$ cat src/hw/apb_mbox_pkg.sv
// mailbox package with bus widths, address map, register offsets, ID value and pipeline choice
package apb_mbox_pkg;

    // APB bus widths
    localparam int DATA_W = 32;
    localparam int BYTE_W = 8;
    localparam int STRB_W = DATA_W / BYTE_W;
    localparam int ADDR_W = 16;

    // shared RAM region, byte addressed
    localparam int RAM_ADDR_W = 12;
    // word index width, 1024 words
    localparam int RAM_WORD_W = RAM_ADDR_W - $clog2(STRB_W);

    // port A address map
    localparam logic [ADDR_W-1:0] REG_BASE = 16'h1000;

    // register offsets from REG_BASE
    localparam logic [ADDR_W-1:0] REG_ID_OFS = 16'h0000;
    localparam logic [ADDR_W-1:0] REG_SCRATCH_OFS = 16'h0004;
    localparam logic [ADDR_W-1:0] REG_DOORBELL_OFS = 16'h0008;
    // write one to clear doorbell bits
    localparam logic [ADDR_W-1:0] REG_DOORBELL_CLR_OFS = 16'h000C;

    // value returned by the ID register
    localparam logic [DATA_W-1:0] MBOX_ID = 32'h4D42_0001;

    // extra output register stage in the RAM ports
    localparam bit RAM_PIPELINE = 1'b0;

endpackage

$ cat src/hw/apb_addr_split.sv
// port A address decoder steering APB accesses to the RAM or the register block
`timescale 1ns/1ps

module apb_addr_split
    import apb_mbox_pkg::*;
(
    // requester side
    input  logic              psel,
    input  logic              penable,
    input  logic [ADDR_W-1:0] paddr,
    output logic [DATA_W-1:0] prdata,
    output logic              pready,
    output logic              pslverr,

    // RAM side
    output logic              ram_psel,
    output logic              ram_penable,
    input  logic [DATA_W-1:0] ram_prdata,
    input  logic              ram_pready,
    input  logic              ram_pslverr,

    // register side
    output logic              reg_psel,
    output logic              reg_penable,
    input  logic [DATA_W-1:0] reg_prdata,
    input  logic              reg_pready,
    input  logic              reg_pslverr
);

    logic hit_reg;

    // everything at or above REG_BASE belongs to the registers
    assign hit_reg = (paddr >= REG_BASE);

    assign ram_psel    = psel && !hit_reg;
    assign ram_penable = penable && !hit_reg;
    assign reg_psel    = psel && hit_reg;
    assign reg_penable = penable && hit_reg;

    // paddr is held through the access, so the response follows it
    always_comb begin
        if (hit_reg) begin
            prdata  = reg_prdata;
            pready  = reg_pready;
            pslverr = reg_pslverr;
        end else begin
            prdata  = ram_prdata;
            pready  = ram_pready;
            pslverr = ram_pslverr;
        end
    end

endmodule

$ cat config.mk
export PLATFORM = sky130hd
export DESIGN_NAME = apb_addr_split
export DESIGN_NICKNAME = d
export VERILOG_FILES = /design/src/hw/apb_mbox_pkg.sv /design/src/hw/apb_addr_split.sv
export SDC_FILE = /design/constraint.sdc
export NUM_CORES = 1
export LEC_CHECK = 0
export ABC_AREA = 1
export BUFFER_PORTS_ARGS = -buffer_cell sky130_fd_sc_hd__clkbuf_2
export CORE_MARGIN = 2
export CORE_UTILIZATION = 24
export DETAILED_ROUTE_END_ITERATION = 10
export MAX_ROUTING_LAYER = met4
export PLACE_DENSITY = 0.94
export SYNTH_ARGS = -nofsm -noshare
export SYNTH_HDL_FRONTEND = slang
export SYNTH_SLANG_ARGS = --single-unit
$ cat constraint.sdc
create_clock -name vclk -period 1.11
set_clock_uncertainty 0.15 [all_clocks]
set_input_delay 0.111 -clock vclk [all_inputs]
set_output_delay 0.111 -clock vclk [all_outputs]
set_load 0.03 [all_outputs]
* Yosys cells after proc, flatten, opt, wreduce, memory -nomap -nowiden *
Index checks and enable logic that the tools add are counted.
Widths: inputs -> output; s select.

word-level totals
  memory bits (writable) = 0
  bits in registers = 0
  memory bits (read-only) = 0
  output and inout bits = 38
  memories = 0
  bits in latches = 0
  word-level logic and storage cells = 9

operators by class
  shift operators = 0
  reduce and logical (&&, ||, !) cells = 5
  divide/modulo/power cells = 0
  $lt $le $gt $ge = 1
  eq/ne operators = 0
  bitwise gates (word level) = 0
  mux-type cells = 3
  $mul = 0
  $add $sub $neg = 0

operators by type and width
  kind                  count
  $mux 32               1
  $ge 16x13->1 const B  1
  $logic_and 1x1->1     4
  $mux 1                2
  $logic_not 1->1       1

* Longest topological paths before layout *
  word-level depth = 3
  gate-level depth with buffers = 5
  mapped depth without buffers = 4

* Worst setup path after synthesis *
Ideal clock, no wire load.

  path kind = input to output
  from = input port paddr[12]
  to = output port ram_penable
  slack = -128 ps
  stages on the path = 4
  required time = 849 ps
  arrival = 977 ps
  cells stage by stage = nor2_4 -> nand2_4 -> buf_6 -> nor2_1

between the ends
  longest elaborated chain between the ends = 3

RTL lines
  element            RTL line              text
  from (decl)        apb_addr_split.sv:10  input logic [ADDR_W-1:0] paddr,
  $ge 16x13->1       apb_addr_split.sv:33  assign hit_reg = (paddr >= REG_BASE);
  $logic_not 1->1    apb_addr_split.sv:36  assign ram_penable = penable && !hit_reg;
  $logic_and 1x1->1  apb_addr_split.sv:36
  to (decl)          apb_addr_split.sv:17  output logic ram_penable,

Every way passes these cells.

* Worst setup path after layout *
  from = input port paddr[14]
  to = output port prdata[5]

between the ends
  longest elaborated chain between the ends = 2

RTL lines
  element       RTL line              text
  $ge 16x13->1  apb_addr_split.sv:33
  $mux 32       apb_addr_split.sv:42  if (hit_reg) begin
  to (decl)     apb_addr_split.sv:11  output logic [DATA_W-1:0] prdata,

Every way passes these cells.

==> results by group <==
Layout
  • Register area: 0 µm²
  • Final Cell Area: 1690 µm²
  • Nets: roughly 320
  • Number of diodes: 0
  • Fin util: 76.9%
  • Area delta synth->final: 203%
  • Layout cell share with drive strength beyond 1: between 60 and 70%
  • Number of clock buffers in the layout: 0
  • Most common cell after layout, fill and taps aside: clkbuf_2
  • Multi-input combinational cell area: 587 µm²
  • Fillers: about 160
  • Most frequent cells in the layout: clkbuf_2 (74), nand2_1 (57), nand3_1 (29)
  • Seq_cells: 0

Logic synthesis
  • Fraction of synthesized cell area in xor and xnor cells: 0%
  • Area share of the largest cell type after synthesis: a little under half
  • Synth Area in Compound Gates: 1.80%
  • Syn_nets: slightly above 200
  • Top area cells in the synthesized netlist: nand2_1 (46%), nand3_1 (31%), buf_6 (6.1%)
  • Largest family of logic cells by synthesized area: simple AND/OR/NAND/NOR gates
  • Top cell type by total area after synthesis: nand2_1
  • Yosys warns: 0
  • Post-synthesis cell type count: 10
  • Seq/Total Area, Yosys: 0%
  • Post-Synth Simple-Gate Area: between 80 and 90%
  • Post-Synthesis Cells: 120
  • Post-Syn Area: approximately 560 µm²
  • Adder-cell share of the synthesized area: 0%
  • Mux contribution to synthesized area: 0%
  • Mean post-synth cell area: 4.63 µm²

GRT
  • First-pass GRT wire length: between 4000 and 5000 µm
  • Gr ovfl total: 0
  • Vias in the first global route: approximately 1200
  • Met2 Use GR: between 40% and 50%
  • Largest net degree at the start of global routing: 20
  • Top Usage Layer GRT: met2
  • GR Util met3: around 3.4%
  • GRT met1 Usage: 23.2%
  • Initial antenna violation count: 0
  • Total track usage: between 20% and 30%

STA
  • Final worst slack: -187 ps
  • Final Hold Violating Endpoints: 0
  • Final worst path period need: 1300 ps
  • Worst Tran Pin Value: ~220 ps
  • Min Hold Slack: 382 ps
  • Max_slew headroom: between 80% and 90%
  • Slew Viols, Final: 0
  • Fin crit share: 117%
  • Unrepaired setup endpoints after global routing: true
  • Final-report setup violation count: 35
  • Fmax: 771 MHz

Drt
  • Via density: approximately 4.8
  • Final wirelength: approximately 3300 µm
  • DRC violations left: 0
  • Drt pass-1 iters: 4
  • 1st-iter DRT viols: 20
  • Total number of vias: around 1200
  • WL/cell: about 13 µm
  • Routed Antenna Nets: 0

Hold path
  • Hold/Removal Path Class: in -> out
  • Hold depth: 4
  • Worst hold endpoint: prdata[23]
  • Hold Startpoint: reg_prdata[23]

Floorplan
  • Die outline height: between 50 and 60 µm
  • DIE WIDTH: around 52 µm
  • Ports: 124
  • Cell Rows: 17
  • Starting utilization of the core area: about a quarter
  • Core area: about 2200 µm²
  • Die Area: 2720 µm²

Place
  • Port bufs: ~110
  • Placed Area: between 1000 and 1500 µm²
  • Dpl hpwl: 2060 µm
  • Final Wtd Congestion: 0.755

Outcome
  • Failing checks: negative setup slack
  • Status: finished with violations

Power and ir drop
  • Pwr per Cell Area: 492 nW/µm²
  • Max IR drop VDD: 294 µV
  • Static leakage: just under 1 nW

Worst setup path
  • Critical path type: in -> out
  • Crit start category: input pin
  • CP Capture Type: primary output
  • Worst Path Max Fanout: 18
  • Critical path arrival: around 1000 ps
  • CP required: around 850 ps

Run
  • Number of max-cap violations: 0
critical path, stage by stage:
cell and delay, ps:
clkbuf_2 100, nor2_4 120, buf_12 150, nand2_4 150
nand2_1 130, nand2_1 90, clkbuf_8 170
report_power, final:
group	switching (W)	total, W	internal [W]	leakage (nW)
Combinational	0.000425	0.000829	0.000404	0.980
Sequential	0	0	0	0
Clock	0	0	0	0
synth_stat cells:
master and number:
nand2_1 68, a21oi_1 2, nor2_1 2, buf_4 3, nor2_4 2, nand3_1 34, nand2_4 1, buf_6 3
buf_2 3, inv_1 2
metrics by stage:
step	total power [W]	cells	setup TNS (ps)	setup slack (ps)
3_5_place_dp	0.000583	258	-6840	-210
2_1_floorplan	0.000327	120	-255	-128
5_1_grt	0.000878	262	-5180	-229
3_3_place_gp	0.000577	258	-6370	-202
6_report	0.000829	262	-3150	-187
4_1_cts	0.000749	261	-2990	-100
per-layer routing:
layer / routed length [µm] / up-vias / share of wire (%)
li1: - / 619 / -
met1: 1170 / 552 / 35
met2: 1830 / 64 / 55
met3: 250 / 10 / 7.5
met4: 86 / 0 / 2.6
met5: 0 / - / 0
how the worst max path moves through the flow:
stage,startpoint,to,slack (ps),cells after the start
final,paddr[14],prdata[5],-190,7
after global routing,paddr[12],prdata[5],-230,7
after CTS,paddr[12],prdata[1],-100,7
after detailed placement,paddr[12],ram_penable,-210,6
after global placement,paddr[12],ram_psel,-200,6
after floorplan,paddr[12],ram_penable,-130,4
layout make-up:
cell class	instances	share of cell area (%)
Timing Repair Buffer	122	62.7
Inverter	2	0.445
Multi-Input combinational cell	110	34.8
Tap cell	28	2.08
cell families after synthesis:
family / count (synthesis)
AND/OR/NAND/NOR: 107
AO/OA/AOI/OAI: 2
buffers and inverters: 11
repair_timing:
item	CTS	global route
cloned	2	1
setup buffers	1	0
gates resized for setup	72	49
pin swaps	2	3
endpoints found under the setup margin	38	38
hold buffers	0	0
Note: power is estimated with default switching activity, not from simulation.
