`src/hw/apb_mbox_pkg.sv`:
```
// mailbox package with bus widths, address map, register offsets, ID value and pipeline choice
package apb_mbox_pkg;

    // APB bus widths
    localparam int DATA_W = 32;
    localparam int BYTE_W = 8;
    localparam int STRB_W = DATA_W / BYTE_W;
    localparam int ADDR_W = 16;

    // shared RAM region, byte addressed
    localparam int RAM_ADDR_W = 12;
    // word index width, 1024 words
    localparam int RAM_WORD_W = RAM_ADDR_W - $clog2(STRB_W);

    // port A address map
    localparam logic [ADDR_W-1:0] REG_BASE = 16'h1000;

    // register offsets from REG_BASE
    localparam logic [ADDR_W-1:0] REG_ID_OFS = 16'h0000;
    localparam logic [ADDR_W-1:0] REG_SCRATCH_OFS = 16'h0004;
    localparam logic [ADDR_W-1:0] REG_DOORBELL_OFS = 16'h0008;
    // write one to clear doorbell bits
    localparam logic [ADDR_W-1:0] REG_DOORBELL_CLR_OFS = 16'h000C;

    // value returned by the ID register
    localparam logic [DATA_W-1:0] MBOX_ID = 32'h4D42_0001;

    // extra output register stage in the RAM ports
    localparam bit RAM_PIPELINE = 1'b0;

endpackage

```
`src/hw/apb_mbox_regs.sv`:
```
// mailbox ID, scratch and doorbell registers with interrupt output and unmapped offset error
`timescale 1ns/1ps

module apb_mbox_regs
    import apb_mbox_pkg::*;
(
    input  logic              a_clk,
    input  logic              a_rst,

    input  logic              psel,
    input  logic              penable,
    input  logic              pwrite,
    input  logic [ADDR_W-1:0] paddr,
    input  logic [DATA_W-1:0] pwdata,
    input  logic [STRB_W-1:0] pstrb,
    output logic [DATA_W-1:0] prdata,
    output logic              pready,
    output logic              pslverr,

    output logic              irq
);

    logic [ADDR_W-1:0] ofs;
    logic [DATA_W-1:0] wmask;
    logic [DATA_W-1:0] rd_value;
    logic              err;
    logic              accept;

    logic [DATA_W-1:0] scratch_q;
    logic [DATA_W-1:0] doorbell_q;
    logic [DATA_W-1:0] prdata_q;
    logic              pready_q;
    logic              pslverr_q;

    assign ofs    = paddr - REG_BASE;
    assign accept = psel && penable && !pready_q;

    // byte strobes widened to a bit mask
    always_comb begin
        for (int i = 0; i < STRB_W; i++) begin
            wmask[BYTE_W*i +: BYTE_W] = {BYTE_W{pstrb[i]}};
        end
    end

    always_comb begin
        rd_value = '0;
        err      = 1'b0;
        case (ofs)
            REG_ID_OFS: begin
                rd_value = MBOX_ID;
                // ID is read only
                err      = pwrite;
            end
            REG_SCRATCH_OFS: rd_value = scratch_q;
            REG_DOORBELL_OFS: rd_value = doorbell_q;
            REG_DOORBELL_CLR_OFS: rd_value = doorbell_q;
            default: err = 1'b1;
        endcase
    end

    always_ff @(posedge a_clk) begin
        if (a_rst) begin
            scratch_q  <= '0;
            doorbell_q <= '0;
            pready_q   <= 1'b0;
            pslverr_q  <= 1'b0;
        end else begin
            pready_q <= accept;
            if (accept) begin
                pslverr_q <= err;
            end
            if (accept && pwrite && !err) begin
                case (ofs)
                    REG_SCRATCH_OFS: scratch_q <= (scratch_q & ~wmask) | (pwdata & wmask);
                    // set bits written as one
                    REG_DOORBELL_OFS: doorbell_q <= doorbell_q | (pwdata & wmask);
                    // clear bits written as one
                    REG_DOORBELL_CLR_OFS: doorbell_q <= doorbell_q & ~(pwdata & wmask);
                    default: ;
                endcase
            end
        end
    end

    always_ff @(posedge a_clk) begin
        if (accept) begin
            prdata_q <= pwrite ? '0 : rd_value;
        end
    end

    assign prdata  = prdata_q;
    assign pready  = pready_q;
    assign pslverr = pslverr_q;

    // pending doorbell raises the interrupt
    assign irq = |doorbell_q;

endmodule

```
`config.mk`:
```
export PLATFORM = sky130hd
export DESIGN_NAME = apb_mbox_regs
export DESIGN_NICKNAME = d
export VERILOG_FILES = /design/src/hw/apb_mbox_pkg.sv /design/src/hw/apb_mbox_regs.sv
export SDC_FILE = /design/constraint.sdc
export NUM_CORES = 1
export LEC_CHECK = 0
export BUFFER_PORTS_ARGS = -buffer_cell sky130_fd_sc_hd__buf_2
export CORE_MARGIN = 2
export CORE_UTILIZATION = 35
export DETAILED_ROUTE_END_ITERATION = 8
export HOLD_SLACK_MARGIN = 0.02
export MAX_ROUTING_LAYER = met4
export PLACE_DENSITY = 0.55
export SLEW_MARGIN = 40
export SYNTH_ARGS = -nofsm -noshare
export SYNTH_HDL_FRONTEND = slang
export SYNTH_SLANG_ARGS = --single-unit
```
`constraint.sdc`:
```
create_clock -name a_clk -period 1.7 [get_ports a_clk]
set_input_delay 0.255 -clock a_clk [delete_from_list [all_inputs] [get_ports a_clk]]
set_output_delay 0.255 -clock a_clk [all_outputs]
set_load 0.1 [all_outputs]
```
# Yosys cells after proc, flatten, opt, wreduce, memory -nomap -nowiden
# Cells that the tools add are included.
[op_classes] reduce_logical=13 n_eq_ne=3 n_bitwise=7 mux=3 n_addsub=1
[op_table] op="bitwise AND 32 bit" count=3
[op_table] op="one-hot mux 32 bit (3 select lines)" count=1
[op_table] op="NOT 32 bit" count=2
[op_table] op="bitwise OR 32 bit" count=2
[op_table] op="one-hot mux 32 bit (2 select lines)" count=1
[op_table] op="== test 16 x 4 -> 1 bit, second input constant" count=2
[op_table] op="OR reduction 32 bit" count=1
[op_table] op="== test 16 x 3 -> 1 bit, second input constant" count=1
[op_table] op="zero test 16 bit" count=1
[op_table] op="subtractor 16 x 13 -> 16 bit, second input constant" count=1
[op_table] op="logical AND 1 bit" count=4
[op_table] op="AND reduction 2 bit" count=2
[op_table] op="OR reduction 3 bit" count=1
[op_table] op="zero test 1 bit" count=2
[op_table] op="one-hot mux 1 bit (2 select lines)" count=1
[op_table] op="nonzero test 2 bit" count=1
[op_table] op="OR reduction 2 bit" count=1
[totals] wordCells=32 output_inout_bits=35 reg_bits=98 inputBits=57

# Longest topological paths before layout
# Gate-level depths: netlist (run 1).
[logic_depth] depth_word=7 mapped_depth=6 ltp_nobuf=5

# Worst setup path after synthesis (run 1)
# Ideal clock, no wire load.
[synth_timing] path_type="register to register" startpoint="register pready_q (netlist: pready)" endpoint="register prdata_q[0] (netlist: prdata[0]) (enable)" setup_time_ps=387 t_arrival_ps=1749 path_stages_with_launch=3 synth_period_minus_slack_ps=2137 n_path_buf=0 t_required_ps=1313 setup_slack_ps=-437 cell_sequence="dfxtp_1 or2_2 inv_1"
[synth_between] elab_chain_cells=2
[synth_rtl] element="from (decl)" line="apb_mbox_regs.sv:32" text="logic pready_q;"
[synth_rtl] element="from (signal assigned)" line="apb_mbox_regs.sv:68" text="pready_q <= accept;"
[synth_rtl] element="zero test 1 bit" line="apb_mbox_regs.sv:36" text="assign accept = psel && penable && !pready_q;"
[synth_rtl] element="logical AND 1 bit" line="apb_mbox_regs.sv:36"
[synth_rtl] element="named net accept" line="apb_mbox_regs.sv:27" text="logic accept;"
[synth_rtl] element="to (signal assigned)" line="apb_mbox_regs.sv:87" text="prdata_q <= pwrite ? '0 : rd_value;"
[synth_rtl] element="to (decl)" line="apb_mbox_regs.sv:31" text="logic [DATA_W-1:0] prdata_q;"
# The timed path passes the listed nets, and every way through them passes these cells.
# A chain may end at the register's enable or synchronous reset.

==> run metrics, run 1 <==
Final WS setup -165 ps; final core occ roughly 45%; placed cell area approximately 5300 um2; Sw Pwr 1290 uW; critical-path cell list nor4_1 > nand4_1 > or2_4 > buf_12; Avg Inst Size Synth around 9.0 um2; fmax 0.536 GHz; DIE HEIGHT 117 um; Worst setup SP type flip-flop; Top Ports about 90; final instance area between 5000 and 6000 um2; antenna violations before repair 0; IO Port Bufs a little over 90; buffers and inverters on the worst path 1; switching share of power about a quarter; number of synthesized register bits roughly 100; global-route wire length before repair between 15000 and 20000 um; HP Start pwdata[1]; met3 usage between 2 and 3%; fin nets between 600 and 700; total wire length roughly 13000 um; row count around 40; area share of the largest cell type after synthesis just under 30%; R2R depth 6; cell taking the most area after synthesis dfxtp_1; Pre-antenna DRT Iters 5; Initial DRC Count between 300 and 400; number of global-route vias before repair roughly 4000; Area growth syn-to-layout 27.7%; internal power between 3000 and 4000 uW; Worst-Margin Slew between 400 and 500 ps; Root Driver clkbuf_16; Final setup viols 1; final worst-path cycle share 110%; HPWL Detailed between 8000 and 9000 um; total number of vias roughly 4200; Clock Sinks between 90 and 100; Largest delay share family, worst path simple AND/OR/NAND/NOR gates; met2 Use GR about a third; DR DRC count 0; Die W around 120 um; CP max stage cell dfxtp_1; remaining global-route overflow 0; Cells after Synth about 490; largest cells by area after synthesis dfxtp_1, edfxtp_1, a21oi_1; Crit. End Element primary output; kind of critical path reg2out; CTS H-Tree Depth 3; synthesized area ~4500 um2; Clock Path Buffers 2; Comb pwr share a little over a tenth; diode count 0; post-synthesis sequential area ratio 51.0%; most common cell after layout, fill and taps aside buf_2; Peak VDD IR 0.000344 V; register clock-pin slew on the reported worst setup and hold paths 70 ps; initial core utilization between 30% and 40%; Hold Crit Class in2reg; status finished, violations left; Setup Skew ~4.9 ps; GRT Overall Usage slightly below 20%; GRT busiest layer met2; Mapped Nets approximately 550; max_cap viols 0; failing checks setup timing; final hold slack approximately 180 ps; largest net degree at the start of global routing between 90 and 100; RePlAce Congestion 0.795; GR Util met1 24.7%; Worst EP required 1440 ps; Antenna Nets Post-Route 0; share of cells above drive strength 1 28.9%; core area about 13000 um2; DR WL/cell approximately 17 um; PD cells roughly 850 nW/um2; clock power share between 30% and 40%; die area between 10000 and 15000 um2; Inserted Clock Buffers 9; slowest stage delay, CP approximately 330 ps; total negative slack -165 ps; Critical R2R Launch pready; DR vias/cell 5.50; Worst path depth 4; post-synth cell types 31; maximum fanout along the worst path 3; hold depth 3; Clock Latency Late Sink approximately 340 ps; Final Max Slew Viols 0; pre-CTS setup slack -126 ps; Static Leak between 0.0015 and 0.002 uW; min Tclk post-route roughly 1900 ps; reg-to-reg slack, setup roughly 100 ps; final hold viol count 0; RSZ-0062 raised after global routing true; slew margin rel. 67.5%; YS warnings 0; Worst EP arrival between 1500 and 2000 ps; CTS tree done; most frequent cells in the layout buf_2, a21oi_1, o21ai_0, dfxtp_1, nand4_1; sequential power share between 50% and 60%
[per-layer routing]
layer | vias up | routed length [um] | share of wire [%]
met5 | - | 0 | 0
met4 | 0 | 148 | 1.1
met3 | 11 | 807 | 6.3
met2 | 153 | 6370 | 49
met1 | 1996 | 5550 | 43
li1 | 2039 | - | -
[tightest hold or removal path, cell delays in order]
cell,delay [ps]
buf_2,100
nand3_1,60
a21oi_1,60
[per-stage QoR]
| step | power [uW] | std cells |
|---|---|---|
| after floorplan | 2810 | 494 |
| after global placement | 2990 | 746 |
| after detailed placement | 3000 | 746 |
| after CTS | 4850 | 760 |
| after global routing | 5010 | 764 |
| final | 4840 | 764 |
[area by class of cell]
cell class                 instances  area (um2)
timing repair buffer             135         931
tap                              172         215
clock inverter                     7        45.0
inverter                           8        33.8
clock buffer                       9         225
sequential                        98        2290
fill                            1239        6860
multi-input combinational        335        1970
[power groups by stage]
stage	clock (uW)	combinational [uW]	sequential (uW)
2_1_floorplan	0	122	2680
3_3_place_gp	0	501	2490
3_5_place_dp	0	503	2490
4_1_cts	1910	503	2440
5_1_grt	2030	535	2440
6_report	1890	511	2440
[worst max-delay path by stage]
stage               startpoint        end
floorplan               pready  flip-flop
global placement     flip-flop        irq
detailed placement   flip-flop        irq
CTS                  flip-flop        irq
global route         flip-flop        irq
finish               flip-flop        irq
[what timing repair did]
action | in CTS | in global routing
resized for setup | 13 | 7
setup endpoints to repair | 2 | 30
buffers inserted | 0 | 4
pin swaps | 7 | 7
hold buffers | 0 | 0
cloned | 0 | 1
[cell usage after synthesis (all sizes together)]
cell / instances
or3: 33
or4: 1
a21oi: 78
nand4: 38
nor2: 36
nor2b: 1
nor4b: 1
o21ai: 64
nand3: 33
and2: 4
and3: 1
buf: 17
clkbuf: 36
a22oi: 25
and4b: 1
nor4: 10
nand2: 1
inv: 8
a2111oi: 1
or2: 2
dfxtp: 66
edfxtp: 32
and4: 4
nor3: 1
[cell families (layout without fill, tap and decap cells)]
logic type	count (synthesis)	in the layout	share of synthesized area (%)
AOI/OAI and AO/OA	168	168	20.3
and+or+nand+nor	167	167	21.8
buffers and inverters	61	159	6.83
DFF	98	98	51.0
No activity file was read; power rests on OpenSTA's default activity.
==> inputs of run 2 (changes only) <==
--- a/config.mk
+++ b/config.mk
@@ -7,11 +7,12 @@
 export LEC_CHECK = 0
 export BUFFER_PORTS_ARGS = -buffer_cell sky130_fd_sc_hd__buf_2
 export CORE_MARGIN = 2
-export CORE_UTILIZATION = 35
+export CORE_UTILIZATION = 49
 export DETAILED_ROUTE_END_ITERATION = 8
 export HOLD_SLACK_MARGIN = 0.02
 export MAX_ROUTING_LAYER = met4
-export PLACE_DENSITY = 0.55
+export PLACE_DENSITY = 0.73
+export SETUP_SLACK_MARGIN = 0.15
 export SLEW_MARGIN = 40
 export SYNTH_ARGS = -nofsm -noshare
 export SYNTH_HDL_FRONTEND = slang
==> run 2 against run 1 <==
Net effect:
- the flow still finishes with violations (setup timing)
- largest power group unchanged
- combinational power is 18% higher
- wire length grew 10%
- fmax decreased by 3.5%
- clock skew increased by 2.5 ps
- critical path depth up 1
- via count is 8.6% higher
- die area down 28%
- highest routed layer unchanged
- global-route usage grew 6.5 points
- first-iteration DRC count rose by 20%
- clock-buffer cell count increased by 1
==> run metrics, run 2 (synthesis gave the netlist of run 1 again) <==
diode count 0 (unchanged); maximum fanout along the worst path 2 (-1); RePlAce Congestion 0.819 (+3.0%); PD cells 797 nW/um2 (-6.0%); Initial DRC Count 446 (+20%); Crit. End Element primary output; most frequent cells in the layout buf_2, dfxtp_1, a21oi_1, nand4_1, a21oi_2; hold depth 3 (unchanged); Clock Sinks 98 (unchanged); Worst-Margin Slew 494 ps (+3.45 ps); Die W 99.5 um (-15%); final instance area 6060 um2 (+6.2%); core area 8760 um2 (-30%); Final WS setup -234 ps (-68.5 ps); slowest stage delay, CP 330 ps (about the same); HPWL Detailed 7430 um (-9.1%); Area growth syn-to-layout 35.6%; Static Leak 0.00191 uW (-0.99%); final hold slack 138 ps (-38.0 ps); # fillers 618 (-50%); HP Start pwdata[4]; initial core utilization 51.0% (+15 points); slew margin rel. 67.3% (-0.23 points); DR WL/cell 20.4 um (+21%); Peak VDD IR 0.000376 V (+9.3%); Final Max Slew Viols 0 (unchanged); Worst setup SP type flip-flop; CTS H-Tree Depth 3 (unchanged); fin nets 641 (-0.47%); CTS tree done; DR DRC count 0 (unchanged); fmax 0.517 GHz (-3.5%); die area 9900 um2 (-28%); Final setup viols 14 (+13); GRT busiest layer met2; placed cell area 5060 um2 (-4.8%); met2 Use GR 43.0% (+11 points); GR Util met1 32.7% (+7.9 points); GRT Overall Usage 25.9% (+6.5 points); antenna violations before repair 0 (unchanged); Inserted Clock Buffers 9 (unchanged); Critical R2R Launch pready; share of cells above drive strength 1 44.7% (+16 points); DR vias/cell 6.55 (+19%); critical-path cell list nor4_2 > buf_4 > nand4_1 > or2_4 > buf_12; remaining global-route overflow 0 (unchanged); Top Ports 92 (unchanged); failing checks setup timing; kind of critical path reg2out; Worst EP arrival 1680 ps (+70 ps); pre-CTS setup slack -77.6 ps (+48.2 ps); min Tclk post-route 1930 ps (+68.5 ps); max_cap viols 0 (unchanged); IO Port Bufs 91 (unchanged); met3 usage 3.37% (+0.49 points); placed cells 662 (-11%); buffers and inverters on the worst path 2 (+1); final hold viol count 0 (unchanged); Clock Latency Late Sink 360 ps (+20 ps); final worst-path cycle share 114% (+4.0 points); row count 34 (-17%); R2R depth 6 (unchanged); Root Driver clkbuf_8; Pre-antenna DRT Iters 6 (+1); number of global-route vias before repair 3998 (-0.42%); global-route wire length before repair 19800 um (-1.0%); total wire length 14200 um (+10%); total number of vias 4561 (+8.6%); largest net degree at the start of global routing 98 (+1.0%); register clock-pin slew on the reported worst setup and hold paths 90 ps (+20 ps); Worst EP required 1440 ps (about the same); Post-Layout Cell Count 696 (-8.9%); total negative slack -505 ps (-340 ps); Hold Crit Class in2reg; Setup Skew 7.42 ps (+2.47 ps); Clock Path Buffers 2 (unchanged); most common cell after layout, fill and taps aside buf_2; Antenna Nets Post-Route 0 (unchanged); CP max stage cell dfxtp_2; RSZ-0062 raised after global routing true; Largest delay share family, worst path simple AND/OR/NAND/NOR gates; DIE HEIGHT 99.5 um (-15%); reg-to-reg slack, setup -60 ps (-160 ps); status finished, violations left
## run 2: cell count changes in the layout (fill, tap and decap cells not counted), sizes merged
cell / before / now
inv: 8 / 7
clkinvlp: 2 / 1
bufinv: 0 / 3
clkinv: 5 / 2
clkbuf: 10 / 14
buf: 134 / 128
## run 2: how the worst max path moves through the flow
stage / from / to / slack, ps / depth (start not counted)
2_1_floorplan: paddr[1] / prdata[10] / 100 / 5
3_3_place_gp: flip-flop / irq / -40 / 5
5_1_grt: flip-flop / irq / -280 / 5
4_1_cts: flip-flop / irq / -180 / 5
6_report: flip-flop / irq / -230 / 5
3_5_place_dp: paddr[1] / flip-flop / -80 / 6
## run 2: worst register-to-register path, stage by stage, from the launching register on
cell,delay [ps]
dfxtp_4,350
and4b_4,420
buf_4,150
buf_12,110
nand4_1,130
or3_1,340
a21oi_1,180
## run 2: where the power goes
group / switching, uW / internal, uW / total (uW)
Clock: 812 / 971 / 1780
Sequential: 7.92 / 2440 / 2450
Combinational: 457 / 147 / 604
Total: 1280 / 3560 / 4830
## run 2: area by class of cell
| type | instances | area (um2) | share of cell area (%) |
|---|---|---|---|
| multi-input combinational | 335 | 2360 | 38.9 |
| clock buffer | 10 | 128 | 2.11 |
| tap | 108 | 135 | 2.23 |
| timing repair buffer | 132 | 1010 | 16.7 |
| clock inverter | 5 | 104 | 1.71 |
| sequential | 98 | 2290 | 37.8 |
| inverter | 8 | 33.8 | 0.557 |
## run 2: repair_timing
item,in CTS,in global routing
endpoints found under the hold margin,0,0
hold buffers,0,0
resized for setup,23,125
buffers inserted,8,4
endpoints found under the setup margin,34,64
gates cloned,2,5
pin swaps,10,64
## run 2: metal layers
layer  part of all wire, %  vias up
met3                   8.2       59
met4                   3.5        0
met1                    38     2172
li1                      -     2032
met5                     0        -
met2                    50      298
## run 2: metrics by stage
step / utilization [%] / power, uW
global route: 69.2 / 4950
detailed placement: 57.7 / 2970
finish: 69.2 / 4830
CTS: 62.6 / 4720
floorplan: - / 2810
global placement: 57.7 / 2970
==> inputs of run 3 (changes only) <==
--- a/config.mk
+++ b/config.mk
@@ -8,6 +8,7 @@
 export BUFFER_PORTS_ARGS = -buffer_cell sky130_fd_sc_hd__buf_2
 export CORE_MARGIN = 2
 export CORE_UTILIZATION = 49
+export CTS_CLUSTER_DIAMETER = 120
 export DETAILED_ROUTE_END_ITERATION = 8
 export HOLD_SLACK_MARGIN = 0.02
 export MAX_ROUTING_LAYER = met4
==> constraint.sdc (replaced) <==
create_clock -name a_clk -period 1.7 [get_ports a_clk]
set_input_delay 0.34 -clock a_clk [delete_from_list [all_inputs] [get_ports a_clk]]
set_output_delay 0.34 -clock a_clk [all_outputs]
set_load 0.1 [all_outputs]
==> run 3 against run 2 <==
Net effect:
- the run still ends with setup timing left
- total power is 5.0% lower
- non-clock buffer count is 28 higher
- clock power is 15% lower
- first-iteration DRC count is 26% lower
- flip-flop and latch count stayed put
- fmax is 8.4% lower
- critical path type unchanged
- largest cell class unchanged
==> run metrics, run 3 (synthesis gave the netlist of run 1 again) <==
R2R depth 7 (+1); Final setup viols 2 (-12); sequential power share 53.3% (+2.7 points); Post-Layout Cell Count 725 (+4.2%); final hold viol count 0 (unchanged); DR DRC count 0 (unchanged); global-route wire length before repair 20500 um (+3.8%); Worst EP arrival 1770 ps (+90 ps); cts hold-fix bufs 0 (unchanged); Antenna Nets Post-Route 0 (unchanged); antenna violations before repair 0 (unchanged); status finished, violations left; Initial DRC Count 328 (-26%); most frequent cells in the layout buf_2, dfxtp_1, buf_4, a21oi_1, a21oi_2; Crit. End Element primary output; final core occ 71.5% (+2.3 points); Power, Total 4590 uW (-5.0%); remaining global-route overflow 0 (unchanged); initial core utilization 51.0% (unchanged); Root Driver clkbuf_8; Inserted Clock Buffers 9 (unchanged); internal power 3280 uW (-7.7%); switching share of power 28.5% (+2.1 points); final worst-path cycle share 124% (+10 points); kind of critical path reg2out; Pre-antenna DRT Iters 5 (-1); maximum fanout along the worst path 2 (unchanged); Hold Crit Class in2reg; GRT Overall Usage 26.8% (+0.90 points); Clock Path Buffers 2 (unchanged); core area 8760 um2 (unchanged); max_cap viols 0 (unchanged); Die W 99.5 um (unchanged); most common cell after layout, fill and taps aside buf_2; row count 34 (unchanged); slew margin rel. 67.6% (+0.29 points); Area growth syn-to-layout 40.1%; Worst EP required 1360 ps (-80 ps); die area 9900 um2 (unchanged); Final Max Slew Viols 0 (unchanged); Top Ports 92 (unchanged); Peak VDD IR 0.000379 V (+0.69%); Static Leak 0.00202 uW (+6.1%); PD cells 733 nW/um2 (-8.0%); share of cells above drive strength 1 45.5% (+0.82 points); largest net degree at the start of global routing 86 (-12%); DIE HEIGHT 99.5 um (unchanged); DR WL/cell 19.9 um (-2.4%); clock power share 32.9% (-4.0 points); min Tclk post-route 2110 ps (+177 ps); IO Port Bufs 91 (unchanged); Comb pwr share 13.9% (+1.4 points); register clock-pin slew on the reported worst setup and hold paths 90 ps (about the same); fmax 0.474 GHz (-8.4%); hold depth 3 (unchanged); DR vias/cell 6.44 (-1.8%); CTS H-Tree Depth 3 (unchanged); number of global-route vias before repair 4305 (+7.7%); failing checks setup timing; Final WS setup -411 ps (-177 ps); Worst-Margin Slew 489 ps (-4.31 ps); total number of vias 4666 (+2.3%); pre-CTS setup slack -136 ps (-58.6 ps); HPWL Detailed 7920 um (+6.5%); RePlAce Congestion 0.837 (+2.3%); diode count 0 (unchanged); Worst setup SP type flip-flop; Sw Pwr 1310 uW (+2.6%); Clock Latency Late Sink 370 ps (about the same); placed cells 695 (+5.0%); Clock Sinks 98 (unchanged); fin nets 669 (+4.4%); Setup Skew 6.77 ps (-0.652 ps); RSZ-0062 raised after global routing true; total wire length 14400 um (+1.6%); CTS tree done
## run 3: changes by cell type in the layout (fill, tap and decap cells not counted), sizes merged
cell	delta
bufinv	-2
buf	+29
clkinv	+1
clkinvlp	+1
## run 3: timing repair
item | CTS | global route
gates cloned | 3 | 4
pin swaps | 81 | 73
setup endpoints to repair | 22 | 65
setup buffers | 5 | 2
gates resized for setup | 39 | 86
## run 3: final timing paths
path | from | to | slack [ps]
setup / recovery | flip-flop | irq | -410
hold / removal | pwdata[2] | flip-flop | 230
setup reg to reg | pready | flip-flop | -30
hold reg to reg | flip-flop | flip-flop | 460
## run 3: critical path, stage by stage (launching register included)
cell	delay (ps)
dfxtp_2	340
nor4_4	290
buf_4	160
nand4_1	150
or2_4	300
buf_12	170
## run 3: final cells by class
type | instances | area, um2
fill | 630 | 2500
multi-input combinational | 335 | 2340
sequential | 98 | 2290
timing repair buffer | 160 | 1270
tap | 108 | 135
clock buffer | 11 | 131
clock inverter | 5 | 55.1
inverter | 8 | 33.8
## run 3: stage by stage
| step | instance area (um2) | TNS (ps) | hold slack [ps] |
|---|---|---|---|
| after CTS | 5800 | -330 | 229 |
| after global routing | 6260 | -688 | 225 |
| after floorplan | 4510 | 0 | 454 |
| after detailed placement | 5330 | -5910 | 470 |
| after global placement | 5330 | -3010 | 461 |
| final | 6260 | -442 | 227 |
## run 3: routing by layer
| metal | wire length, um | global-route usage (%) | vias up |
|---|---|---|---|
| met3 | 1110 | 4.15 | 54 |
| met5 | 0 | - | - |
| met1 | 5500 | 32.3 | 2265 |
| met2 | 7290 | 43.3 | 255 |
| met4 | 530 | 14.1 | 0 |
| li1 | - | - | 2092 |
## run 3: power by group through the flow
stage | Clock, uW | Combinational (uW) | Sequential, uW
after floorplan | 0 | 129 | 2680
after global placement | 0 | 492 | 2490
after detailed placement | 0 | 495 | 2490
after CTS | 1490 | 560 | 2440
after global routing | 1580 | 656 | 2450
final | 1510 | 636 | 2450
